<file path="src/cpu_bus_defs.svh">
// frame length, frame phase numbers, opcode values and testbench memory index width
`ifndef CPU_BUS_DEFS_SVH
`define CPU_BUS_DEFS_SVH

// one bus frame, phases 0 (idle) to 9
`define FRAME_LEN         10
`define PH_ADDR_FIRST     1   // address and write data, low byte first
`define PH_ADDR_LAST      4
`define PH_STATUS         5   // write flag and halted
`define PH_DATA_IN_FIRST  6   // read bytes on uio_in, phases 6 to 9

// opcode field, instruction bits 31..28
`define OP_NOP   4'd0
`define OP_LDI   4'd1
`define OP_LD    4'd2
`define OP_ST    4'd3
`define OP_ADD   4'd4
`define OP_SUB   4'd5
`define OP_JZ    4'd6
`define OP_JMP   4'd7
`define OP_HALT  4'd15

`define TB_MEM_AW  6  // 64 words of external memory

`endif

</file>
<file path="src/cpu_bus_pkg.sv">
// word, byte, phase and opcode types and the processor state enum
package cpu_bus_pkg;

  // address, data or instruction
  typedef logic [31:0] word_t;

  // one pin group value
  typedef logic [7:0] byte_t;

  // frame phase, 0 to 9
  typedef logic [3:0] phase_t;

  // instruction bits 31..28
  typedef logic [3:0] opcode_t;

  // operand in bits 23..0, address or zero-extended immediate
  typedef logic [23:0] operand_t;

  // processor sequencing
  //   fetch       one cycle after reset, no request
  //   wait_fetch  instruction frame outstanding
  //   execute     decode, next request shown combinationally
  //   wait_data   load or store frame outstanding
  //   halted      no more frames until reset
  typedef enum logic [2:0] {
    fetch      = 3'd0,
    wait_fetch = 3'd1,
    execute    = 3'd2,
    wait_data  = 3'd3,
    halted     = 3'd4
  } cpu_state_e;

endpackage

</file>
<file path="src/bus_serializer.sv">
// byte-serial bus frame engine: phase counter, byte muxing, read assembly, oe and done
`include "cpu_bus_defs.svh"

module bus_serializer (
  input  logic                clk,
  input  logic                reset,
  input  logic                run,
  input  logic                bus_req,
  input  cpu_bus_pkg::word_t  bus_addr,
  input  cpu_bus_pkg::word_t  bus_wdata,
  input  logic                bus_write,
  input  logic                halted,
  input  cpu_bus_pkg::byte_t  pin_in,
  output logic                bus_done,
  output cpu_bus_pkg::word_t  bus_rdata,
  output cpu_bus_pkg::byte_t  pin_addr,
  output cpu_bus_pkg::byte_t  pin_data,
  output cpu_bus_pkg::byte_t  pin_oe
);

  localparam cpu_bus_pkg::phase_t last_phase   = cpu_bus_pkg::phase_t'(`FRAME_LEN - 1);
  localparam cpu_bus_pkg::phase_t addr_first   = cpu_bus_pkg::phase_t'(`PH_ADDR_FIRST);
  localparam cpu_bus_pkg::phase_t addr_last    = cpu_bus_pkg::phase_t'(`PH_ADDR_LAST);
  localparam cpu_bus_pkg::phase_t status_phase = cpu_bus_pkg::phase_t'(`PH_STATUS);
  localparam cpu_bus_pkg::phase_t rd_first     = cpu_bus_pkg::phase_t'(`PH_DATA_IN_FIRST);

  cpu_bus_pkg::phase_t phase;
  logic [1:0]          byte_idx;   // which byte of addr / wdata goes out
  logic                in_addr;    // phases 1..4
  logic [23:0]         rd_lo;      // read bytes 0..2, shifted in low first

  // picks byte idx of a word, 0 is bits 7..0
  function automatic cpu_bus_pkg::byte_t pick_byte(input cpu_bus_pkg::word_t w,
                                                   input logic [1:0] idx);
    pick_byte = w[{idx, 3'b000} +: 8];
  endfunction

  assign in_addr  = (phase >= addr_first) && (phase <= addr_last);
  assign byte_idx = phase[1:0] - 2'd1;  // phase 1..4 -> 0..3

  // frame phase counter
  always_ff @(posedge clk) begin
    if (reset) begin
      phase <= '0;
    end else if (phase == '0) begin
      if (bus_req && run) begin  // run only gates the start
        phase <= addr_first;
      end
    end else if (phase == last_phase) begin
      phase <= '0;
    end else begin
      phase <= phase + 1'b1;
    end
  end

  // registered pins, value for a phase shows in the following cycle
  always_ff @(posedge clk) begin
    if (reset) begin
      pin_addr <= '0;
      pin_data <= '0;
      pin_oe   <= '0;
    end else if (in_addr) begin
      pin_addr <= pick_byte(bus_addr, byte_idx);
      if (bus_write) begin
        pin_data <= pick_byte(bus_wdata, byte_idx);
        pin_oe   <= 8'hff;
      end else begin
        pin_data <= '0;  // read frame keeps uio quiet
        pin_oe   <= '0;
      end
    end else if (phase == status_phase) begin
      pin_addr <= {6'b0, halted, bus_write};
      pin_data <= '0;
      pin_oe   <= '0;
    end else begin
      // idle and read phases
      pin_addr <= {6'b0, halted, 1'b0};
      pin_data <= '0;
      pin_oe   <= '0;
    end
  end

  // read bytes 0..2 shift down from the top, byte 3 arrives in the last phase
  always_ff @(posedge clk) begin
    if ((phase >= rd_first) && (phase < last_phase)) begin
      rd_lo <= {pin_in, rd_lo[23:8]};
    end
  end

  assign bus_rdata = {pin_in, rd_lo};  // valid with bus_done
  assign bus_done  = (phase == last_phase);

endmodule

</file>
<file path="src/accum_cpu.sv">
// accumulator processor: pc, instruction register, acc, state machine and bus requests
`include "cpu_bus_defs.svh"

module accum_cpu (
  input  logic                clk,
  input  logic                reset,
  input  logic                bus_done,
  input  cpu_bus_pkg::word_t  bus_rdata,
  output logic                bus_req,
  output cpu_bus_pkg::word_t  bus_addr,
  output cpu_bus_pkg::word_t  bus_wdata,
  output logic                bus_write,
  output logic                halted
);

  cpu_bus_pkg::cpu_state_e state;
  cpu_bus_pkg::word_t      pc;      // word address of current instruction
  cpu_bus_pkg::word_t      acc;
  cpu_bus_pkg::word_t      ir;

  cpu_bus_pkg::opcode_t    op;
  cpu_bus_pkg::operand_t   operand;
  cpu_bus_pkg::word_t      operand_w;   // zero extended
  cpu_bus_pkg::word_t      next_pc;
  logic                    needs_data;  // second frame needed
  logic                    is_store;
  logic                    is_halt;

  // instruction fields
  assign op        = cpu_bus_pkg::opcode_t'(ir[31:28]);
  assign operand   = ir[23:0];
  assign operand_w = {8'b0, operand};

  always_comb begin
    needs_data = 1'b0;
    case (op)
      `OP_LD, `OP_ST, `OP_ADD, `OP_SUB: needs_data = 1'b1;
      default:                          needs_data = 1'b0;
    endcase
  end

  assign is_store = (op == `OP_ST);
  assign is_halt  = (op == `OP_HALT);

  // branch decision
  always_comb begin
    next_pc = pc + 32'd1;
    if (op == `OP_JMP) begin
      next_pc = operand_w;
    end else if ((op == `OP_JZ) && (acc == '0)) begin
      next_pc = operand_w;
    end
  end

  // bus request, steady from raise until done
  always_comb begin
    bus_req   = 1'b0;
    bus_addr  = pc;
    bus_write = 1'b0;
    bus_wdata = acc;   // only meaningful for ST
    case (state)
      cpu_bus_pkg::wait_fetch: begin
        bus_req = 1'b1;
      end
      cpu_bus_pkg::execute: begin
        // next frame starts straight from decode, so only one idle cycle
        if (needs_data) begin
          bus_req   = 1'b1;
          bus_addr  = operand_w;
          bus_write = is_store;
        end else if (!is_halt) begin
          bus_req  = 1'b1;
          bus_addr = next_pc;  // becomes pc on the next edge
        end
      end
      cpu_bus_pkg::wait_data: begin
        bus_req   = 1'b1;
        bus_addr  = operand_w;
        bus_write = is_store;
      end
      default: begin
        bus_req = 1'b0;  // fetch and halted
      end
    endcase
  end

  // sequencing
  always_ff @(posedge clk) begin
    if (reset) begin
      state <= cpu_bus_pkg::fetch;
      pc    <= '0;
      acc   <= '0;
    end else begin
      case (state)
        cpu_bus_pkg::fetch: begin
          state <= cpu_bus_pkg::wait_fetch;
        end
        cpu_bus_pkg::wait_fetch: begin
          if (bus_done) begin
            state <= cpu_bus_pkg::execute;
          end
        end
        cpu_bus_pkg::execute: begin
          if (is_halt) begin
            state <= cpu_bus_pkg::halted;
          end else if (needs_data) begin
            state <= cpu_bus_pkg::wait_data;
          end else begin
            if (op == `OP_LDI) begin
              acc <= operand_w;
            end
            pc    <= next_pc;  // NOP, LDI, JZ, JMP and unknown opcodes
            state <= cpu_bus_pkg::wait_fetch;
          end
        end
        cpu_bus_pkg::wait_data: begin
          if (bus_done) begin
            case (op)
              `OP_LD:  acc <= bus_rdata;
              `OP_ADD: acc <= acc + bus_rdata;  // wraps at 32 bits
              `OP_SUB: acc <= acc - bus_rdata;
              default: acc <= acc;              // store leaves acc alone
            endcase
            pc    <= pc + 32'd1;
            state <= cpu_bus_pkg::wait_fetch;
          end
        end
        default: begin
          state <= cpu_bus_pkg::halted;  // stays until reset
        end
      endcase
    end
  end

  // instruction register, loaded at the end of each fetch frame
  always_ff @(posedge clk) begin
    if ((state == cpu_bus_pkg::wait_fetch) && bus_done) begin
      ir <= bus_rdata;
    end
  end

  assign halted = (state == cpu_bus_pkg::halted);

endmodule

</file>
<file path="src/cpu_bus_top.sv">
// top level: pin mapping, processor and bus serializer
module cpu_bus_top (
  input  logic                clk,
  input  logic                reset,
  input  cpu_bus_pkg::byte_t  ui_in,
  input  cpu_bus_pkg::byte_t  uio_in,
  output cpu_bus_pkg::byte_t  uo_out,
  output cpu_bus_pkg::byte_t  uio_out,
  output cpu_bus_pkg::byte_t  uio_oe
);

  logic               run;
  logic               bus_req;
  logic               bus_write;
  logic               bus_done;
  logic               halted;
  cpu_bus_pkg::word_t bus_addr;
  cpu_bus_pkg::word_t bus_wdata;
  cpu_bus_pkg::word_t bus_rdata;

  assign run = ui_in[0];  // other ui_in bits spare

  accum_cpu u_cpu (
    .clk       (clk),
    .reset     (reset),
    .bus_done  (bus_done),
    .bus_rdata (bus_rdata),
    .bus_req   (bus_req),
    .bus_addr  (bus_addr),
    .bus_wdata (bus_wdata),
    .bus_write (bus_write),
    .halted    (halted)
  );

  bus_serializer u_bus (
    .clk       (clk),
    .reset     (reset),
    .run       (run),
    .bus_req   (bus_req),
    .bus_addr  (bus_addr),
    .bus_wdata (bus_wdata),
    .bus_write (bus_write),
    .halted    (halted),
    .pin_in    (uio_in),
    .bus_done  (bus_done),
    .bus_rdata (bus_rdata),
    .pin_addr  (uo_out),     // address bytes and status
    .pin_data  (uio_out),    // write data
    .pin_oe    (uio_oe)
  );

endmodule

</file>
<file path="config.mk">
export PLATFORM = sky130hd
export DESIGN_NAME = cpu_bus_top
export DESIGN_NICKNAME = d
export VERILOG_FILES = /design/src/cpu_bus_pkg.sv /design/src/bus_serializer.sv /design/src/accum_cpu.sv /design/src/cpu_bus_top.sv
export VERILOG_INCLUDE_DIRS = /design/src
export SDC_FILE = /design/constraint.sdc
export NUM_CORES = 1
export LEC_CHECK = 0
export BUFFER_PORTS_ARGS = -buffer_cell sky130_fd_sc_hd__clkbuf_2
export CORE_ASPECT_RATIO = 2
export CORE_MARGIN = 3
export CORE_UTILIZATION = 60
export CTS_CLUSTER_DIAMETER = 100
export DETAILED_ROUTE_END_ITERATION = 8
export GPL_ROUTABILITY_DRIVEN = 0
export GPL_TIMING_DRIVEN = 0
export PLACE_DENSITY_LB_ADDON = 0.25
export SYNTH_ARGS = -nofsm -noshare
export SYNTH_HDL_FRONTEND = slang
export SYNTH_SLANG_ARGS = --single-unit
</file>
<file path="constraint.sdc">
create_clock -name clk -period 4.7 [get_ports clk]
set_clock_uncertainty 0.05 [all_clocks]
set_input_delay 1.175 -clock clk [delete_from_list [all_inputs] [get_ports clk]]
set_output_delay 1.175 -clock clk [all_outputs]
set_load 0.01 [all_outputs]
</file>
==> impl_metrics.tcl <==
set metrics [dict create \
    outcome "finished with violations" \
    violations "design-rule violations" \
    vias 10400 \
    maxCapViolations 0 \
    clk_pin_slew_worst_paths_ns 0.06 \
    max-slew-margin-rel 0.187 \
    die_w_um 96.2 \
    diodes 0 \
    syn_area_um2 9760 \
    die_h_um 186 \
    endpoint_kind "register" \
    io_pins 42 \
    fin_crit_ns 4.54 \
    flow.area_growth_from_synthesis_pct 12.8 \
    fin_util 0.694 \
    yosys_warnings 0 \
    overflow 0 \
    worst_ep_arrival_time_ns 4.83 \
    dr.pass1.iters 9 \
    power_density_nw_per_um2 290 \
    stdcell_area_um2 11000 \
    cts-htree-levels 4 \
    cts_buffers 17 \
    synth.most_common_cell "nand2_1" \
    placed_area_um2 10200 \
    port_buffers 34 \
    ys_seq_area_frac 0.341 \
    cts_max_path_buffers 2 \
    cts.root.buffer_cell "clkbuf_16" \
    grt_first_pass_wirelength_um 56400 \
    yosysTopAreaCellShare 0.181 \
    dp_hpwl_um 26700 \
    regToRegStartpoint "u_bus.rd_lo[6]$_DFFE_PP_" \
    setup_viol 0 \
    required_ns 4.99 \
    wire_per_inst_um 25.7 \
    synth.net_count 1216 \
    hold_viol 0 \
    crit_path_max_fanout 8 \
    antenna_found_initial 1 \
    crit_type "register to register" \
    synth_edf_count 52 \
    rsz0062_at_grt "true" \
    synth_top_cell_by_area "dfxtp_1" \
    rows 65 \
    synth_area_per_cell_um2 8.41 \
    clock_latency_ns 0.44 \
    cts_tree "yes" \
    async_reset_ff_frac 0 \
    cp-start-kind "register" \
    grt_pass1_vias 10000 \
    ys_top_cells_by_count "nand2_1, nor2_1, a21oi_1" \
    start_util 0.615 \
    numClockSinks 140 \
    wirelength_um 36900 \
    drtAntennaViolNets 0 \
    clock.fmax_mhz 220 \
    cts_hold_buffers 0 \
    rrSetupSlack_ns 0.16 \
    power.leakage_nw 4.11 \
    vias_per_cell 7.22 \
    worstRegToRegCells 15 \
    synthFlopType "dfxtp_1" \
    syn_inst 1160 \
    synth_cell_types 76 \
    fin_crit_sh 0.965 \
    dieArea_um2 17900 \
    drv_slew 0 \
    worstMarginPinSlew_ns 1.21 \
    coreArea_um2 15900 \
    drtIter0Drc 1308 \
    min_to "u_cpu.bus_wdata[20]$_SDFFE_PP0P_" \
    whs_path_depth 2 \
    worstReg2RegEnd "u_cpu.bus_wdata[31]$_SDFFE_PP0P_" \
    final_nets 1277 \
    synthTopCellsByArea "dfxtp_1, edfxtp_1, a21oi_1, nand2_1, ha_1" \
    hold_path_class "register to register" \
    ys_ff_latch 140 \
    drive_above_1_share 0.109 \
    grt_use_total 0.425 \
    grt_max_degree 20 \
    route.detailed.drc 2 \
    ir_worst_vdd_v 0.000233 \
    hp-start "u_cpu.bus_wdata[20]$_SDFFE_PP0P_" \
]
-- layout make-up --
type / count / area (µm²)
buffer: 71 / 310
clock buffer: 20 / 479
sequential: 140 / 3320
tap: 201 / 251
timing repair buffer: 43 / 253
fill: 1312 / 4850
clock inverter: 12 / 183
inverter: 19 / 75.1
multi-input combinational: 929 / 6140
-- what timing repair did --
| item | in CTS | in global routing |
|---|---|---|
| gates resized for setup | 5 | 19 |
| buffers inserted | 0 | 6 |
| pin swaps | 0 | 1 |
| setup endpoints to repair | 7 | 13 |
-- layout by cell type, fill, tap and decap left out, types with 6 or more instances in the layout --
cell and instances:
o21a_1 13, clkbuf_16 19, and4_1 7, a21o_1 16
a311oi_1 8, a221oi_1 15, nand3_1 36, mux4_2 8
dfxtp_1 88, nor3b_1 6, edfxtp_1 52, buf_4 13
o31ai_1 15, ha_1 36, or3_1 13, clkbuf_2 37
a21oi_1 101, xor2_1 32, mux2i_1 14, o211ai_1 25
nor4_1 16, nand3b_1 8, inv_1 18, mux2_2 17
nand2_1 130, nor3_1 18, nor2b_1 14, a31oi_1 11
nor2_1 108, a211oi_1 13, nand4_1 11, nand2b_1 11
and3_1 22, clkbuf_1 55, o21ai_0 54, a22oi_1 8
xnor2_1 49
-- worst max-delay path: stages, from the launching register on --
cell	delay, ns
edfxtp_1	0.46
or3_1	0.39
or3_1	0.36
or3b_1	0.39
buf_6	0.16
o31ai_1	0.27
xor2_1	0.11
ha_1	0.37
nand2_1	0.14
nor2_2	0.18
nand3_1	0.14
a41oi_2	0.32
nand2_1	0.17
o31ai_2	0.29
mux2_2	0.39
a221oi_2	0.23
-- flip-flops by register name, summed over array words and instances (netlist names) --
register,count
u_bus.pin_data,8
u_bus.rd_lo,24
u_cpu.bus_wdata,32
u_bus.phase,4
u_bus.pin_oe,1
u_cpu.state,3
u_cpu.pc,32
u_cpu.ir,28
u_bus.pin_addr,8
-- power breakdown --
part	switching (mW)	leakage, nW	internal (mW)
Clock	0.571	0.313	0.955
Combinational	0.261	2.62	0.134
Sequential	0.0121	1.18	1.27
Total	0.844	4.11	2.35
-- layer usage --
metal  up-vias  GRT usage  share of wire
li1       4469          -              -
met2       824      0.658           0.47
met5         -          0              0
met1      4718      0.419           0.30
met4         0      0.399           0.12
met3       356      0.157           0.11
-- per-stage QoR --
stage          worst slack [ns]  setup TNS, ns  total power [mW]  instances  hold slack [ns]
6_report                  0.163              0              3.20       1435            0.472
5_1_grt                 -0.0664         -0.169              3.25       1435            0.497
4_1_cts                  0.0522              0              3.14       1430            0.459
3_5_place_dp             -0.178         -0.517              1.65       1398            0.451
3_3_place_gp             -0.389         -10.86              1.65       1395            0.441
2_1_floorplan             0.672              0              1.53       1160            0.409
-- worst max path at each step --
stage | start | endpoint | slack [ns]
final | u_bus.rd_lo[6]$_DFFE_PP_ | u_cpu.bus_wdata[31]$_SDFFE_PP0P_ | 0.16
after global routing | u_bus.rd_lo[6]$_DFFE_PP_ | u_cpu.bus_wdata[26]$_SDFFE_PP0P_ | -0.07
after CTS | u_bus.rd_lo[5]$_DFFE_PP_ | u_cpu.bus_wdata[31]$_SDFFE_PP0P_ | 0.05
after detailed placement | u_cpu.ir[30]$_DFFE_PP_ | u_cpu.bus_wdata[30]$_SDFFE_PP0P_ | -0.18
after global placement | u_bus.phase[0]$_SDFFE_PP0P_ | u_cpu.ir[8]$_DFFE_PP_ | -0.39
after floorplan | u_bus.rd_lo[7]$_DFFE_PP_ | u_cpu.bus_wdata[31]$_SDFFE_PP0P_ | 0.67
-- cells by family (layout without fill, tap and decap cells) --
| logic type | Yosys count | after routing | synth area share |
|---|---|---|---|
| AO/OA/AOI/OAI | 345 | 345 | 0.236 |
| flip-flops | 140 | 140 | 0.341 |
| XOR/XNOR | 81 | 81 | 0.0727 |
| multiplexers | 39 | 39 | 0.0524 |
| buffers and inverters | 91 | 165 | 0.0385 |
| adder cells (fa/ha/maj) | 38 | 38 | 0.0495 |
| AND/OR/NAND/NOR | 426 | 426 | 0.210 |
Note: power is estimated with default switching activity, not from simulation.
